### config.mk
export PLATFORM = sky130hd
export DESIGN_NAME = matrix_game_top
export DESIGN_NICKNAME = d
export VERILOG_FILES = /design/src/logic/matrix_game_pkg.sv /design/src/logic/button_if.sv /design/src/logic/button_debounce.sv /design/src/logic/player_ctrl.sv /design/src/logic/background_scroll.sv /design/src/logic/max7219_driver.sv /design/src/logic/matrix_game_top.sv
export VERILOG_INCLUDE_DIRS = /design/src /design/src/logic
export SDC_FILE = /design/constraint.sdc
export NUM_CORES = 1
export LEC_CHECK = 0
export ABC_AREA = 1
export BUFFER_PORTS_ARGS = -buffer_cell sky130_fd_sc_hd__buf_2
export CAP_MARGIN = 0
export CORE_ASPECT_RATIO = 1.4
export CORE_MARGIN = 3
export CORE_UTILIZATION = 65
export DETAILED_ROUTE_END_ITERATION = 8
export GPL_ROUTABILITY_DRIVEN = 0
export PLACE_DENSITY = 0.82
export SLEW_MARGIN = 20
export SYNTH_ARGS = -nofsm -noshare
export SYNTH_HDL_FRONTEND = slang
export SYNTH_HIERARCHICAL = 1
export SYNTH_SLANG_ARGS = --single-unit
### constraint.sdc
create_clock -name clock_50 -period 5.75 [get_ports clock_50]
set_input_delay 0.2875 -clock clock_50 [delete_from_list [all_inputs] [get_ports clock_50]]
set_output_delay 0.2875 -clock clock_50 [all_outputs]
set_load 0.1 [all_outputs]
### src/logic/matrix_game_config.svh
//########################################
// Matrix game build constants
// Debounce, scroll and serial timing, start images
//########################################
`ifndef MATRIX_GAME_CONFIG_SVH
`define MATRIX_GAME_CONFIG_SVH

// Timing
`define MG_DEBOUNCE_CYCLES 16
`define MG_SCROLL_TICKS 65536
`define MG_SCLK_DIV 4
`define MG_INTENSITY 4'hA

// Start position of the player point
`define MG_POINT_INIT_ROW 0
`define MG_POINT_INIT_COL 4

// Obstacle rows at game start
`define MG_BACKG_INIT_0 8'b00000000
`define MG_BACKG_INIT_1 8'b00000000
`define MG_BACKG_INIT_2 8'b11100000
`define MG_BACKG_INIT_3 8'b00000000
`define MG_BACKG_INIT_4 8'b11100000
`define MG_BACKG_INIT_5 8'b00000000
`define MG_BACKG_INIT_6 8'b00000000
`define MG_BACKG_INIT_7 8'b11100000

`endif

### src/logic/matrix_game_pkg.sv
//########################################
// Matrix game shared types
//########################################
`default_nettype none

package matrix_game_pkg;

	// One matrix row, bit i drives column i
	typedef logic [7:0] row_t;

	// Full matrix image, index 0 is the bottom row
	typedef row_t [7:0] row_array_t;

	// Row or column index
	typedef logic [2:0] idx_t;

	// Counters
	typedef logic [16:0] scroll_cnt_t;
	typedef logic [4:0] deb_cnt_t;

	// MAX7219 word, address in [15:8], data in [7:0]
	typedef logic [15:0] frame_t;

	// State machines
	typedef enum logic {IDLE, PLAY} game_state_t;
	typedef enum logic [1:0] {LOAD, SHIFT, GAP} drv_state_t;

endpackage

`default_nettype wire

### src/logic/button_if.sv
//########################################
// Debounced button strobes
//########################################
`timescale 1ns/1ps
`default_nettype none

interface button_if;

	// One-cycle press strobes
	logic start;
	logic up;
	logic down;
	logic left;
	logic right;

	modport src (output start, up, down, left, right);
	modport dst (input start, up, down, left, right);

endinterface

`default_nettype wire

### src/logic/button_debounce.sv
//########################################
// Button debouncer bank
// Five active-low keys to one strobe per press
//########################################
`timescale 1ns/1ps
`default_nettype none
`include "matrix_game_config.svh"

module button_debounce import matrix_game_pkg::*; (
	input logic clock_50,
	input logic arst_n,
	input logic start_button_n,
	input logic up_button_n,
	input logic down_button_n,
	input logic left_button_n,
	input logic right_button_n,
	button_if.src btn
);

	localparam int NCH = 5;

	logic [NCH-1:0] raw_n;
	logic [NCH-1:0] sync_1;
	logic [NCH-1:0] sync_2;
	logic [NCH-1:0] fired;
	logic [NCH-1:0] strobe;
	deb_cnt_t cnt [NCH];

	// Channel order matches the interface fields
	assign raw_n = {right_button_n, left_button_n, down_button_n, up_button_n, start_button_n};

	always_ff @(posedge clock_50 or negedge arst_n) begin
		if (!arst_n) begin
			sync_1 <= '0;
			sync_2 <= '0;
			fired  <= '0;
			strobe <= '0;
			for (int i = 0; i < NCH; i++) begin
				cnt[i] <= '0;
			end
		end else begin
			// Two-flop synchronizer, high means pressed
			sync_1 <= ~raw_n;
			sync_2 <= sync_1;
			for (int i = 0; i < NCH; i++) begin
				strobe[i] <= 1'b0;
				if (!sync_2[i]) begin
					// Released, re-arm
					cnt[i]   <= '0;
					fired[i] <= 1'b0;
				end else if (!fired[i]) begin
					cnt[i] <= cnt[i] + 1'b1;
					if (cnt[i] == deb_cnt_t'(`MG_DEBOUNCE_CYCLES - 1)) begin
						fired[i]  <= 1'b1;
						strobe[i] <= 1'b1;
					end
				end
			end
		end
	end

	assign btn.start = strobe[0];
	assign btn.up    = strobe[1];
	assign btn.down  = strobe[2];
	assign btn.left  = strobe[3];
	assign btn.right = strobe[4];

endmodule

`default_nettype wire

### src/logic/player_ctrl.sv
//########################################
// Game state machine and player point
//########################################
`timescale 1ns/1ps
`default_nettype none
`include "matrix_game_config.svh"

module player_ctrl import matrix_game_pkg::*; (
	input logic clock_50,
	input logic arst_n,
	button_if.dst btn,
	output logic playing,
	output logic new_game,
	output row_array_t point_rows
);

	// Single lit pixel at the start position
	function automatic row_array_t init_point();
		row_array_t rows;
		rows = '0;
		rows[`MG_POINT_INIT_ROW][`MG_POINT_INIT_COL] = 1'b1;
		return rows;
	endfunction

	// Rotate one row toward the MSB
	function automatic row_t rot_msb(row_t r);
		return {r[6:0], r[7]};
	endfunction

	// Rotate one row toward the LSB
	function automatic row_t rot_lsb(row_t r);
		return {r[0], r[7:1]};
	endfunction

	localparam row_array_t POINT_INIT = init_point();

	game_state_t state;

	assign playing = (state == PLAY);

	//########################################
	// State and point registers
	//########################################
	always_ff @(posedge clock_50 or negedge arst_n) begin
		if (!arst_n) begin
			state      <= IDLE;
			new_game   <= 1'b0;
			point_rows <= POINT_INIT;
		end else begin
			new_game <= 1'b0;
			case (state)
				IDLE: begin
					// Direction keys are ignored here
					if (btn.start) begin
						state      <= PLAY;
						new_game   <= 1'b1;
						point_rows <= POINT_INIT;
					end
				end
				PLAY: begin
					if (btn.start) begin
						// Pause, the point stays where it is
						state <= IDLE;
					end else if (btn.up) begin
						point_rows <= {point_rows[6:0], point_rows[7]};
					end else if (btn.down) begin
						point_rows <= {point_rows[0], point_rows[7:1]};
					end else if (btn.left) begin
						for (int r = 0; r < 8; r++) begin
							point_rows[r] <= rot_msb(point_rows[r]);
						end
					end else if (btn.right) begin
						for (int r = 0; r < 8; r++) begin
							point_rows[r] <= rot_lsb(point_rows[r]);
						end
					end
				end
				default: begin
					state <= IDLE;
				end
			endcase
		end
	end

endmodule

`default_nettype wire

### src/logic/background_scroll.sv
//########################################
// Obstacle background
// Scrolls down one row per scroll period
//########################################
`timescale 1ns/1ps
`default_nettype none
`include "matrix_game_config.svh"

module background_scroll import matrix_game_pkg::*; (
	input logic clock_50,
	input logic arst_n,
	input logic playing,
	input logic new_game,
	output row_array_t backg_rows
);

	localparam row_array_t BACKG_INIT = {
		`MG_BACKG_INIT_7,
		`MG_BACKG_INIT_6,
		`MG_BACKG_INIT_5,
		`MG_BACKG_INIT_4,
		`MG_BACKG_INIT_3,
		`MG_BACKG_INIT_2,
		`MG_BACKG_INIT_1,
		`MG_BACKG_INIT_0
	};

	localparam scroll_cnt_t SCROLL_LAST = scroll_cnt_t'(`MG_SCROLL_TICKS - 1);

	scroll_cnt_t prescale;
	logic step;

	// End of one scroll period
	assign step = playing && (prescale == SCROLL_LAST);

	//########################################
	// Prescaler
	//########################################
	always_ff @(posedge clock_50 or negedge arst_n) begin
		if (!arst_n) begin
			prescale <= '0;
		end else if (new_game || step) begin
			prescale <= '0;
		end else if (playing) begin
			prescale <= prescale + 1'b1;
		end
	end

	//########################################
	// Background rows
	//########################################
	always_ff @(posedge clock_50 or negedge arst_n) begin
		if (!arst_n) begin
			backg_rows <= BACKG_INIT;
		end else if (new_game) begin
			backg_rows <= BACKG_INIT;
		end else if (step) begin
			// Row i takes row i+1, top row comes in empty
			backg_rows <= {row_t'(0), backg_rows[7:1]};
		end
	end

endmodule

`default_nettype wire

### src/logic/max7219_driver.sv
//########################################
// MAX7219 serial driver
// Set-up words once, then endless digit refresh
//########################################
`timescale 1ns/1ps
`default_nettype none
`include "matrix_game_config.svh"

module max7219_driver import matrix_game_pkg::*; (
	input logic clock_50,
	input logic arst_n,
	input row_array_t point_rows,
	input row_array_t backg_rows,
	output logic max7219_din,
	output logic max7219_ncs,
	output logic max7219_clk
);

	localparam int DIV = `MG_SCLK_DIV;
	localparam int DIV_W = (DIV > 1) ? $clog2(DIV) : 1;
	// GAP plus the LOAD cycle make one half-period
	localparam int GAP_LAST = (DIV > 1) ? DIV - 2 : 0;

	// Steps 0..4 are set-up words, 5..12 are digits 1..8
	localparam logic [3:0] FIRST_DIGIT = 4'd5;
	localparam logic [3:0] LAST_STEP = 4'd12;

	drv_state_t state;
	logic [3:0] step;
	logic [DIV_W-1:0] div_cnt;
	logic [3:0] bit_cnt;
	frame_t shreg;
	frame_t next_frame;
	row_array_t overlay;
	row_t col_byte;
	idx_t col;
	logic half_tick;
	logic gap_tick;
	logic shift_en;

	//########################################
	// Frame content
	//########################################
	assign overlay = point_rows | backg_rows;

	// Digit d shows column 8 - d
	assign col = idx_t'(LAST_STEP - step);

	always_comb begin
		for (int r = 0; r < 8; r++) begin
			col_byte[7-r] = overlay[r][col];
		end
	end

	always_comb begin
		case (step)
			4'd0:    next_frame = {8'h09, 8'h00};
			4'd1:    next_frame = {8'h0A, 4'h0, `MG_INTENSITY};
			4'd2:    next_frame = {8'h0B, 8'h07};
			4'd3:    next_frame = {8'h0C, 8'h01};
			4'd4:    next_frame = {8'h0F, 8'h00};
			default: next_frame = {4'h0, step - 4'd4, col_byte};
		endcase
	end

	//########################################
	// Serial sequencer
	//########################################
	assign half_tick = (div_cnt == DIV_W'(DIV - 1));
	assign gap_tick  = (div_cnt == DIV_W'(GAP_LAST));

	// Next bit goes out on the falling clock edge
	assign shift_en = (state == SHIFT) && half_tick && max7219_clk && (bit_cnt != 4'd15);

	always_ff @(posedge clock_50 or negedge arst_n) begin
		if (!arst_n) begin
			state       <= LOAD;
			step        <= '0;
			div_cnt     <= '0;
			bit_cnt     <= '0;
			max7219_ncs <= 1'b1;
			max7219_clk <= 1'b1;
			max7219_din <= 1'b0;
		end else begin
			case (state)
				LOAD: begin
					max7219_ncs <= 1'b0;
					max7219_clk <= 1'b0;
					max7219_din <= next_frame[15];
					div_cnt     <= '0;
					bit_cnt     <= '0;
					step        <= (step == LAST_STEP) ? FIRST_DIGIT : step + 1'b1;
					state       <= SHIFT;
				end
				SHIFT: begin
					if (!half_tick) begin
						div_cnt <= div_cnt + 1'b1;
					end else begin
						div_cnt <= '0;
						if (!max7219_clk) begin
							max7219_clk <= 1'b1;
						end else if (bit_cnt == 4'd15) begin
							// Clock parks high, chip latches the word
							max7219_ncs <= 1'b1;
							state       <= GAP;
						end else begin
							max7219_clk <= 1'b0;
							max7219_din <= shreg[14];
							bit_cnt     <= bit_cnt + 1'b1;
						end
					end
				end
				GAP: begin
					if (gap_tick) begin
						div_cnt <= '0;
						state   <= LOAD;
					end else begin
						div_cnt <= div_cnt + 1'b1;
					end
				end
				default: begin
					state <= LOAD;
				end
			endcase
		end
	end

	// Shift register, MSB first
	always_ff @(posedge clock_50) begin
		if (state == LOAD) begin
			shreg <= next_frame;
		end else if (shift_en) begin
			shreg <= {shreg[14:0], 1'b0};
		end
	end

endmodule

`default_nettype wire

### src/logic/matrix_game_top.sv
//########################################
// LED matrix dodging game, top level
//########################################
`timescale 1ns/1ps
`default_nettype none

module matrix_game_top import matrix_game_pkg::*; (
	input logic clock_50,
	input logic arst_n,
	input logic start_button_n,
	input logic up_button_n,
	input logic down_button_n,
	input logic left_button_n,
	input logic right_button_n,
	output logic max7219_din,
	output logic max7219_ncs,
	output logic max7219_clk
);

	logic playing;
	logic new_game;
	row_array_t point_rows;
	row_array_t backg_rows;

	button_if btn_bus ();

	button_debounce u_debounce (
		.clock_50       (clock_50),
		.arst_n         (arst_n),
		.start_button_n (start_button_n),
		.up_button_n    (up_button_n),
		.down_button_n  (down_button_n),
		.left_button_n  (left_button_n),
		.right_button_n (right_button_n),
		.btn            (btn_bus.src)
	);

	player_ctrl u_player (
		.clock_50   (clock_50),
		.arst_n     (arst_n),
		.btn        (btn_bus.dst),
		.playing    (playing),
		.new_game   (new_game),
		.point_rows (point_rows)
	);

	background_scroll u_backg (
		.clock_50   (clock_50),
		.arst_n     (arst_n),
		.playing    (playing),
		.new_game   (new_game),
		.backg_rows (backg_rows)
	);

	max7219_driver u_driver (
		.clock_50    (clock_50),
		.arst_n      (arst_n),
		.point_rows  (point_rows),
		.backg_rows  (backg_rows),
		.max7219_din (max7219_din),
		.max7219_ncs (max7219_ncs),
		.max7219_clk (max7219_clk)
	);

endmodule

`default_nettype wire

# Word level (Yosys, flattened, before mapping)

Cells that the tools add are included.

Register bits: 222
Input bits: 7
Output and inout port bits: 3
Logic and storage cells: 192

Add/subtract/negate cells: 11
Magnitude comparators: 1
Eq/ne operators: 30
Mux-type cells: 94
Bitwise gates (word level): 3
Reductions and logical operators: 17

Operators by type and width:

| cell                                                   | number |
|---|---|
| 2-to-1 mux 64 bit                                      | 8 |
| one-hot mux 64 bit (2 select lines)                    | 1 |
| bitwise OR 64 bit                                      | 1 |
| one-hot mux 12 bit (5 select lines)                    | 1 |
| 2-to-1 mux 5 bit                                       | 10 |
| 2-to-1 mux 1 bit                                       | 45 |
| 2-to-1 mux 17 bit                                      | 2 |
| 2-to-1 mux 15 bit                                      | 2 |
| adder 5 x 1 -> 5 bit (second input constant)           | 5 |
| equality test 5 x 4 -> 1 bit (second input constant)   | 5 |
| binary-select mux 1 bit (select 3 bit)                 | 8 |
| inequality test 2 bit (second input constant)          | 9 |
| adder 17 x 1 -> 17 bit (second input constant)         | 1 |
| equality test 17 x 16 -> 1 bit (second input constant) | 1 |
| 2-to-1 mux 4 bit                                       | 4 |
| 2-to-1 mux 2 bit                                       | 6 |
| one-hot mux 2 bit (3 select lines)                     | 2 |
| AND reduction 4 bit                                    | 3 |
| adder 4 x 1 -> 4 bit (second input constant)           | 2 |
| equality test 4 x 2 -> 1 bit (second input constant)   | 2 |
| equality test 4 bit (second input constant)            | 2 |
| one-hot mux 1 bit (2 select lines)                     | 4 |
| one-hot mux 4 bit (2 select lines)                     | 1 |
| nonzero test 2 bit                                     | 4 |
| 20 further kinds                                       | 27 |

# Depth between registers and ports, before layout

Gate-level depths: netlist (run 1).

Depth in word-level cells: 6
Mapped depth: 12
Depth with buffers taken out: 12

# Modules after synthesis

Netlist (run 1), hierarchy kept.

By module, submodules not included:

| module            | times used | cells an instance | area each (um^2) | seq. area each (um^2) |
|---|---|---|---|---|
| player_ctrl       | 1          | 775               | 4805.9           | 1652.8 |
| max7219_driver    | 1          | 356               | 2446.1           | 828.3 |
| button_debounce   | 1          | 197               | 1856.8           | 1126.1 |
| background_scroll | 1          | 215               | 1687.9           | 629.4 |

# Worst setup path before layout (run 1)

No wires, ideal clock.

Path type: flip-flop to flip-flop
From: register u_driver.max7219_clk
To: register u_driver.shreg[0] (enable)
Library setup time: 0.366 ns
Data arrival time: 1.584 ns
Data required time: 5.384 ns
Path slack: 3.799 ns
Stages on the path, launching flop included: 5
Buffers on the path: 0
Clock period less this slack: 1.951 ns
Cell sequence: dfstp_2 inv_1 nor2_2 nand2_2 nand2_1

Longest elaborated chain between the ends: 3

Ends and longest elaborated chain:

| element                             | line                  | RTL |
|---|---|---|
| start, declared                     | max7219_driver.sv:16  | `output logic max7219_clk` |
| start signal, assigned              | max7219_driver.sv:82  | `max7219_clk <= 1'b1;` |
| start signal, assigned              | max7219_driver.sv:88  | `max7219_clk <= 1'b0;` |
| start signal, assigned              | max7219_driver.sv:101 | `max7219_clk <= 1'b1;` |
| logical AND 1 bit (2 in a row)      | max7219_driver.sv:73  | `assign shift_en = (state == SHIFT) && half_tick && max7219_clk && (bit_cnt != 4'd15);` |
| nonzero test 2 bit (no source line) | n/a                   |  |
| end signal, assigned                | max7219_driver.sv:131 | `shreg <= next_frame;` |
| end signal, assigned                | max7219_driver.sv:133 | `shreg <= {shreg[14:0], 1'b0};` |
| end, declared                       | max7219_driver.sv:32  | `frame_t shreg;` |

Every way passes these cells.
A chain may end at the register's enable or synchronous reset.

# Final worst setup path (run 1)

From: register u_debounce.strobe[1]
To: register u_player/point_rows[10] (netlist bit)

Longest elaborated chain between the ends: 3
Elaborated cells on any way between the ends: 5
Classes of those cells: eq/ne (1); mux (3); reduce/logical (1)

Ends and longest elaborated chain:

| element                             | line                  | RTL |
|---|---|---|
| start, declared                     | button_debounce.sv:26 | `logic [NCH-1:0] strobe;` |
| start signal, assigned              | button_debounce.sv:37 | `strobe <= '0;` |
| start signal, assigned by index     | button_debounce.sv:46 | `strobe[i] <= 1'b0;` |
| start signal, assigned by index     | button_debounce.sv:55 | `strobe[i] <= 1'b1;` |
| 2-to-1 mux 64 bit                   | player_ctrl.sv:64     | `end else if (btn.up) begin` |
| 2-to-1 mux 64 bit                   | player_ctrl.sv:61     | `if (btn.start) begin` |
| one-hot mux 64 bit (2 select lines) | player_ctrl.sv:51     | `case (state)` |
| end signal, assigned                | player_ctrl.sv:65     | `point_rows <= {point_rows[6:0], point_rows[7]};` |
| end signal, assigned                | player_ctrl.sv:67     | `point_rows <= {point_rows[0], point_rows[7:1]};` |
| end signal, assigned by index       | player_ctrl.sv:70     | `point_rows[r] <= rot_msb(point_rows[r]);` |
| end, declared                       | player_ctrl.sv:14     | `output row_array_t point_rows` |

Several ways; a longest one is shown, not always the timed one. The select of a mux whose other input is x is not followed.

==> summary.md, run 1 <==
| Metric | Value |
|---|---|
| CP cell instances | buf_4 -> nor2_1 -> nand3_1 -> nand2_4 -> nor2_8 -> nand2_1 -> nand2_1 |
| RSZ-0062 raised after global routing | no |
| Clock power share | 48.5% |
| Share of layout cells above drive strength 1 | 5.89% |
| Max Clock Skew | 0.00663 ns |
| Post-route design area | 11100 µm² |
| Rows | 55 |
| Die height | 158 µm |
| Vias in the first global route | 9118 |
| CTS tree | yes |
| Number of fill cells | 1430 |
| CTS buffer count | 17 |
| CP most frequent cell | nand2_1 |
| Worst Hold Class | in2async |
| Register bit total from synthesis | 166 |
| Synth async-reset ratio | 91.0% |
| Largest cells by area after synthesis | dfrtp_1 34%, nand2_1 21%, nand3_1 9.2%, buf_4 5.1%, edfxtp_1 4.2% |
| Period Utilization, post-route | 51.1% |
| Seq pwr share | 48.7% |
| Starting Density | 66.5% |
| Post-synth EDFFs | 15 |
| Post-synthesis xor/xnor area fraction | 0.255% |
| Netlist Area Pre-Place | 10800 µm² |
| TNS Setup | 0 ns |
| Final Hold Viols | 0 |
| Register area share after synthesis | 39.2% |
| Number of cells on the worst reg-to-reg path | 7 |
| TritonRoute pass-1 iters | 5 |
| Post-Synth Simple-Gate Area | 41.0% |
| First-pass GRT wire length | 43800 µm |
| Area of the multi-input gates | 5540 µm² |
| Total Routing Usage GR | 29.8% |
| Cells after Synth | 1543 |
| Final Critical Period | 2.94 ns |
| Core ar. | 16200 µm² |
| CP Max Fanout | 67 |
| Cell variety after synth | 43 |
| GR Overflow Total | 0 |
| CP bufs+invs | 1 |
| Crit end category | flip-flop |
| CP peak stage delay | 0.92 ns |
| Root Buffer | clkbuf_16 |
| Initial antenna violation count | 0 |
| Placed Area | 10500 µm² |
| Final slew viol count | 0 |
| Syn-to-layout area delta | 3.15% |
| Layout net count | 1538 |
| Post-synth top area share | 33.6% |
| Detail Route Antenna Nets | 0 |
| Adder-Cell Fraction of Synth Area | 3.71% |
| Worst vdd ir | 181 µV |
| Post-Route WL | 26600 µm |
| Vias/cell | 5.69 |
| Mux cell area share after synthesis | 0% |
| Port Buf Inserts | 9 |
| Int Power | 0.00189 W |
| Synth warn | 6 |
| Least-Margin Pin Slew | 1.18 ns |
| CP max stage cell | nor2_8 |
| Dpl ws | 2.89 ns |
| DRC viols | 0 |
| Synth area leader | dfrtp_1 |
| CP Class | reg2reg |
| Final setup violation count | 0 |
| Worst Path Arrival | 3.32 ns |
| Switch Pwr | 0.000577 W |
| Largest net degree at the start of global routing | 128 |
| Via Count | 9731 |
| Synth Area in Compound Gates | 4.91% |
| Worst-Skew Late Latency | 0.44 ns |
| H-tree levels | 4 |
| Largest delay share family, worst path | simple AND/OR/NAND/NOR gates |
| Combinational Power Share | 2.8% |
| Top_reg_cell synth | dfrtp_1 |
| Sink Count | 166 |
| Routed WL per cell | 15.6 µm |
| Die Span X | 115 µm |
| Register Area | 4240 µm² |
| Leakage dissipation | 5.74 nW |
| CP Launch Type | flip-flop |
| Slew margin rel. | 21.6% |
| Sw frac | 23.4% |
| Most frequent cells after synthesis | 613 x nand2_1, 198 x nand3_1, 145 x dfrtp_1 |
| Die area | 18200 µm² |
| Worst path depth | 7 |
| Largest family of logic cells by synthesized area | simple AND/OR/NAND/NOR gates |
| Minimum hold slack | 0.332 ns |
| Fmax | 340 MHz |
| WP data required | 6.13 ns |
| Antenna cell count | 0 |
| I/O pin count | 10 |
| Synthesized area per cell | 7.00 µm² |
| Final worst slack | 2.81 ns |
| CTS max path bufs | 2 |
| Most frequent cell after synthesis | nand2_1 |
| Power density over the cells | 222 nW/µm² |
| Max-Cap Viols | 0 |
| Status | complete, no violations |
| Detailed Place HPWL | 16400 µm |
| Starting DRT DRC Count | 1278 |
| Clock-pin slew on the worst setup and hold paths | 0.07 ns |
-- path summary, 6_finish.rpt --
kind	startpoint	to	slack (ns)
max	u_debounce/strobe[1]	u_player/point_rows[10]	2.81
min	arst_n	u_driver/div_cnt[1]	0.33
max reg2reg	u_debounce/strobe[1]	u_player/point_rows[10]	2.81
min reg2reg	u_debounce/sync_1[0]	u_debounce/sync_2[0]	0.35
max in group asynchronous	arst_n	u_debounce/strobe[1]	4.15
min in group clock_50	u_debounce/sync_1[0]	u_debounce/sync_2[0]	0.35
-- routing by layer --
layer  part of all wire (%)  vias up  GRT usage [%]
met4                    4.1        0           15.9
met3                    6.3      101           5.06
met5                      0        -              0
li1                       -     4711              -
met2                     49      443           50.0
met1                     40     4476           36.6
-- final cells by class --
cell class / instances / area share [%]
clock buffers: 19 / 4.07
flip-flops and latches: 166 / 38.1
multi-input cells: 1202 / 49.7
clock inverters: 13 / 1.43
well taps: 199 / 2.24
inverters: 91 / 3.10
repair buffers: 21 / 1.40
-- cell usage in the layout, fill, tap and decap left out, types with 7 or more instances in the layout --
cell type and n:
inv_1 78, inv_2 11, o21ai_0 24, ha_1 32
nor2_1 116, conb_1 40, nand3_1 198, or2_0 62
dfrtp_1 143, nor3_1 22, o21ai_1 7, a21oi_1 42
nand2_1 613, o211ai_1 8, edfxtp_1 15, buf_2 8
clkbuf_16 17
-- registers in the layout, summed over array words and instances, names as in the netlist, 2 cells and up --
name and count:
u_debounce/sync_1 5, u_driver/bit_cnt 4, u_driver/step 4, u_backg/backg_rows 8, u_debounce/fired 5, u_player/point_rows 64
u_driver/div_cnt 2, u_backg/prescale 17, u_debounce/strobe 5, u_driver/state 2, u_driver/shreg 15, u_debounce/sync_2 5
u_debounce/cnt 25
-- logic make-up after synthesis --
logic type / Yosys count
AOI/OAI and AO/OA: 94
xor gates and xnor gates: 1
adders and majority gates: 32
buffers and inverters: 214
DFF: 166
other: 1
and+or+nand+nor: 1035
-- power groups by stage --
stage	registers, W	logic, W	clock network (W)
floorplan	0.00122	0.0000546	0
global placement	0.00122	0.0000652	0
detailed placement	0.00123	0.0000665	0
global route	0.00120	0.0000824	0.00127
finish	0.00120	0.0000687	0.00120
CTS	0.00120	0.0000698	0.00121
-- through the flow --
stage	utilization, %	cells	power, W
2_1_floorplan	-	1582	0.00128
3_3_place_gp	64.4	1673	0.00129
3_5_place_dp	64.4	1673	0.00129
4_1_cts	68.6	1711	0.00249
5_1_grt	68.6	1711	0.00255
6_report	68.6	1711	0.00247
-- timing repair --
item                      CTS  global route
hold endpoints to repair   49             0
gates resized for setup     0             0
hold buffers                6             0
setup buffers               0             0
No activity file was read; power rests on OpenSTA's default activity.
==> inputs of run 2 (changes only) <==
--- a/config.mk
+++ b/config.mk
@@ -11,10 +11,10 @@
 export CAP_MARGIN = 0
 export CORE_ASPECT_RATIO = 1.4
 export CORE_MARGIN = 3
-export CORE_UTILIZATION = 65
+export CORE_UTILIZATION = 64
 export DETAILED_ROUTE_END_ITERATION = 8
 export GPL_ROUTABILITY_DRIVEN = 0
-export PLACE_DENSITY = 0.82
+export PLACE_DENSITY = 0.8
 export SLEW_MARGIN = 20
 export SYNTH_ARGS = -nofsm -noshare
 export SYNTH_HDL_FRONTEND = slang
==> constraint.sdc (replaced) <==
create_clock -name clock_50 -period 2.9 [get_ports clock_50]
set_input_delay 0.145 -clock clock_50 [delete_from_list [all_inputs] [get_ports clock_50]]
set_output_delay 0.145 -clock clock_50 [all_outputs]
set_load 0.1 [all_outputs]
==> run 2 against run 1 <==
  * Sequential power increased by 99%
  * Utilization decreased by 0.35 points
  * Critical path type unchanged
  * Clock power up 73%
  * Largest power group unchanged
==> summary.md, run 2 (synthesis results as in run 1) <==
| Metric | Value |
|---|---|
| Rows | 55 (unchanged) |
| H-tree levels | 4 (unchanged) |
| Vias/cell | 5.64 (-0.78%) |
| First-pass GRT wire length | 43500 µm (-0.69%) |
| Worst vdd ir | 375 µV (+110%) |
| RSZ-0062 raised after global routing | no |
| Seq pwr share | 51.9% (+3.2 points) |
| R2r endpoint | u_backg/prescale[6] |
| I/O pin count | 10 (unchanged) |
| Worst Hold Class | in2async |
| Area of the multi-input gates | 5540 µm² (unchanged) |
| Int Power | 0.00351 W (+86%) |
| Max reg flops | 64 (unchanged) |
| Power density over the cells | 411 nW/µm² (+85%) |
| CTS max path bufs | 2 (unchanged) |
| Starting DRT DRC Count | 921 (-28%) |
| Most frequent cells in the layout | 613 x nand2_1, 198 x nand3_1, 143 x dfrtp_1 |
| Combinational Power Share | 3.0% (+0.2 points) |
| Total Routing Usage GR | 28.9% (-0.91 points) |
| Final Hold Viols | 0 (unchanged) |
| Least-Margin Pin Slew | 1.12 ns (-0.0582 ns) |
| Max-Cap Viols | 0 (unchanged) |
| Fmax | 469 MHz (+38%) |
| Share of layout cells above drive strength 1 | 6.18% (+0.29 points) |
| Critical Path Sink | u_backg/prescale[6] |
| Die area | 18500 µm² (+1.5%) |
| Largest net degree at the start of global routing | 79 (-38%) |
| CP Max Fanout | 14 (-79%) |
| Register Area | 4240 µm² (unchanged) |
| Final setup violation count | 0 (unchanged) |
| CTS-repair resized insts | 0 (unchanged) |
| DRC viols | 0 (unchanged) |
| Routed WL per cell | 15.4 µm (-1.2%) |
| Antenna cell count | 0 (unchanged) |
| Leakage dissipation | 5.75 nW (+0.26%) |
| Final Critical Period | 2.13 ns (-0.804 ns) |
| TritonRoute pass-1 iters | 5 (unchanged) |
| R2r setup slk | 0.77 ns (-2.05 ns) |
| Status | complete, no violations |
| Crit end category | flip-flop |
| Initial antenna violation count | 0 (unchanged) |
| GR Overflow Total | 0 (unchanged) |
| Starting Density | 65.9% (-0.56 points) |
| Via Count | 9706 (-0.26%) |
| Clock-pin slew on the worst setup and hold paths | 0.07 ns (about the same) |
| Period Utilization, post-route | 73.6% (+22 points) |
| Syn-to-layout area delta | 3.49% |
| CP Launch Type | flip-flop |
| Sink Count | 166 (unchanged) |
| TNS Setup | 0 ns (unchanged) |
| Root Buffer | clkbuf_16 |
| Post-Route WL | 26400 µm (-0.65%) |
| Minimum hold slack | 0.328 ns (-0.00321 ns) |
| Slew margin rel. | 25.5% (+3.9 points) |
| CP Class | reg2reg |
| RR Startpoint | u_backg/prescale[0] |
| WP data required | 3.21 ns (-2.92 ns) |
| Number of cells on the worst reg-to-reg path | 11 (+4) |
| Detail Route Antenna Nets | 0 (unchanged) |
| Vias in the first global route | 9070 (-0.53%) |
| Port Buf Inserts | 9 (unchanged) |
| Top Registers | u_player/point_rows: 64 flops, u_debounce/cnt: 25 flops, u_backg/prescale: 17 flops |
| Number of fill cells | 1441 (+0.77%) |
| Most common cell after layout, fill and taps aside | nand2_1 |
| Switch Pwr | 0.00108 W (+87%) |
| Biggest register | u_player/point_rows |
| Die height | 160 µm (+0.75%) |
| Clock power share | 45.0% (-3.5 points) |
| CP Launch Point | u_backg/prescale[0] |
| Postcts setup bufs | 0 (unchanged) |
| Worst-Skew Late Latency | 0.43 ns (about the same) |
| Layout net count | 1547 (+0.59%) |
| Max Clock Skew | 0.00613 ns (-0.000493 ns) |
| Detailed Place HPWL | 16800 µm (+2.3%) |
| CTS buffer count | 17 (unchanged) |
| Worst Path Arrival | 2.45 ns (-0.87 ns) |
| Post-layout util | 68.2% (-0.35 points) |
| Hold Buf Count CTS | 6 (unchanged) |
| Final slew viol count | 0 (unchanged) |
| Die Span X | 116 µm (+0.74%) |
| CTS tree | yes |
| Core ar. | 16400 µm² (+0.85%) |
| Sw frac | 23.5% (+0.17 points) |
run 2: changes by cell type in the layout (fill, tap and decap cells not counted):
cell	before	now
bufinv_16	2	0
buf_12	0	4
clkinv_4	1	4
clkinvlp_4	2	3
inv_8	2	1
clkinv_1	0	3
inv_6	6	2
clkbuf_1	0	1
clkbuf_8	2	0
inv_2	11	12
buf_4	6	11
run 2: worst min-delay path by stage:
stage / startpoint / to / slack [ns] / depth (start not counted)
after floorplan: arst_n / u_backg/backg_rows[14] / -0.15 / 0
after global placement: arst_n / u_driver/bit_cnt[1] / 0.24 / 1
after detailed placement: arst_n / u_driver/bit_cnt[1] / 0.24 / 1
after CTS: arst_n / u_driver/bit_cnt[1] / 0.35 / 2
after global routing: u_debounce/sync_1[4] / u_debounce/sync_2[4] / 0.35 / 0
final: arst_n / u_driver/bit_cnt[1] / 0.33 / 2
run 2: area by class of cell:
class | instances | share of cell area [%]
inverters | 91 | 3.08
clock inverters | 14 | 0.918
well taps | 199 | 2.23
clock buffers | 18 | 3.84
flip-flops and latches | 166 | 37.9
multi-input cells | 1202 | 49.5
repair buffers | 30 | 2.45
run 2: power by group through the flow:
stage | sequential (W) | combinational (W) | clock (W)
after global placement | 0.00243 | 0.000130 | 0
after detailed placement | 0.00243 | 0.000136 | 0
after floorplan | 0.00242 | 0.000108 | 0
after CTS | 0.00239 | 0.000143 | 0.00210
final | 0.00239 | 0.000139 | 0.00207
after global routing | 0.00239 | 0.000165 | 0.00221
run 2: per-stage QoR:
stage               worst slack, ns  power, W  std cells  area (µm²)
finish                        0.767   0.00460       1720       11200
global route                  0.474   0.00476       1720       11200
CTS                           0.751   0.00463       1720       11200
detailed placement            0.765   0.00257       1682       10600
global placement              0.834   0.00256       1682       10600
floorplan                     0.949   0.00253       1582       10900
run 2: critical path, stage by stage (launching register included):
cell and delay [ns]:
dfrtp_1 0.39, ha_1 0.22, nand3_1 0.09, nor4_1 0.28
ha_1 0.19, nand2_1 0.13, nand2_2 0.24, inv_2 0.16
nand2_1 0.08, o21ai_0 0.07, o21ai_0 0.09, inv_1 0.06
run 2: layer usage:
layer,vias to the layer above,GRT usage [%],share of wire (%)
met2,389,49.5,51
li1,4732,-,-
met5,-,0,0
met4,0,13.5,3.6
met1,4512,35.3,39
met3,73,4.36,6.5
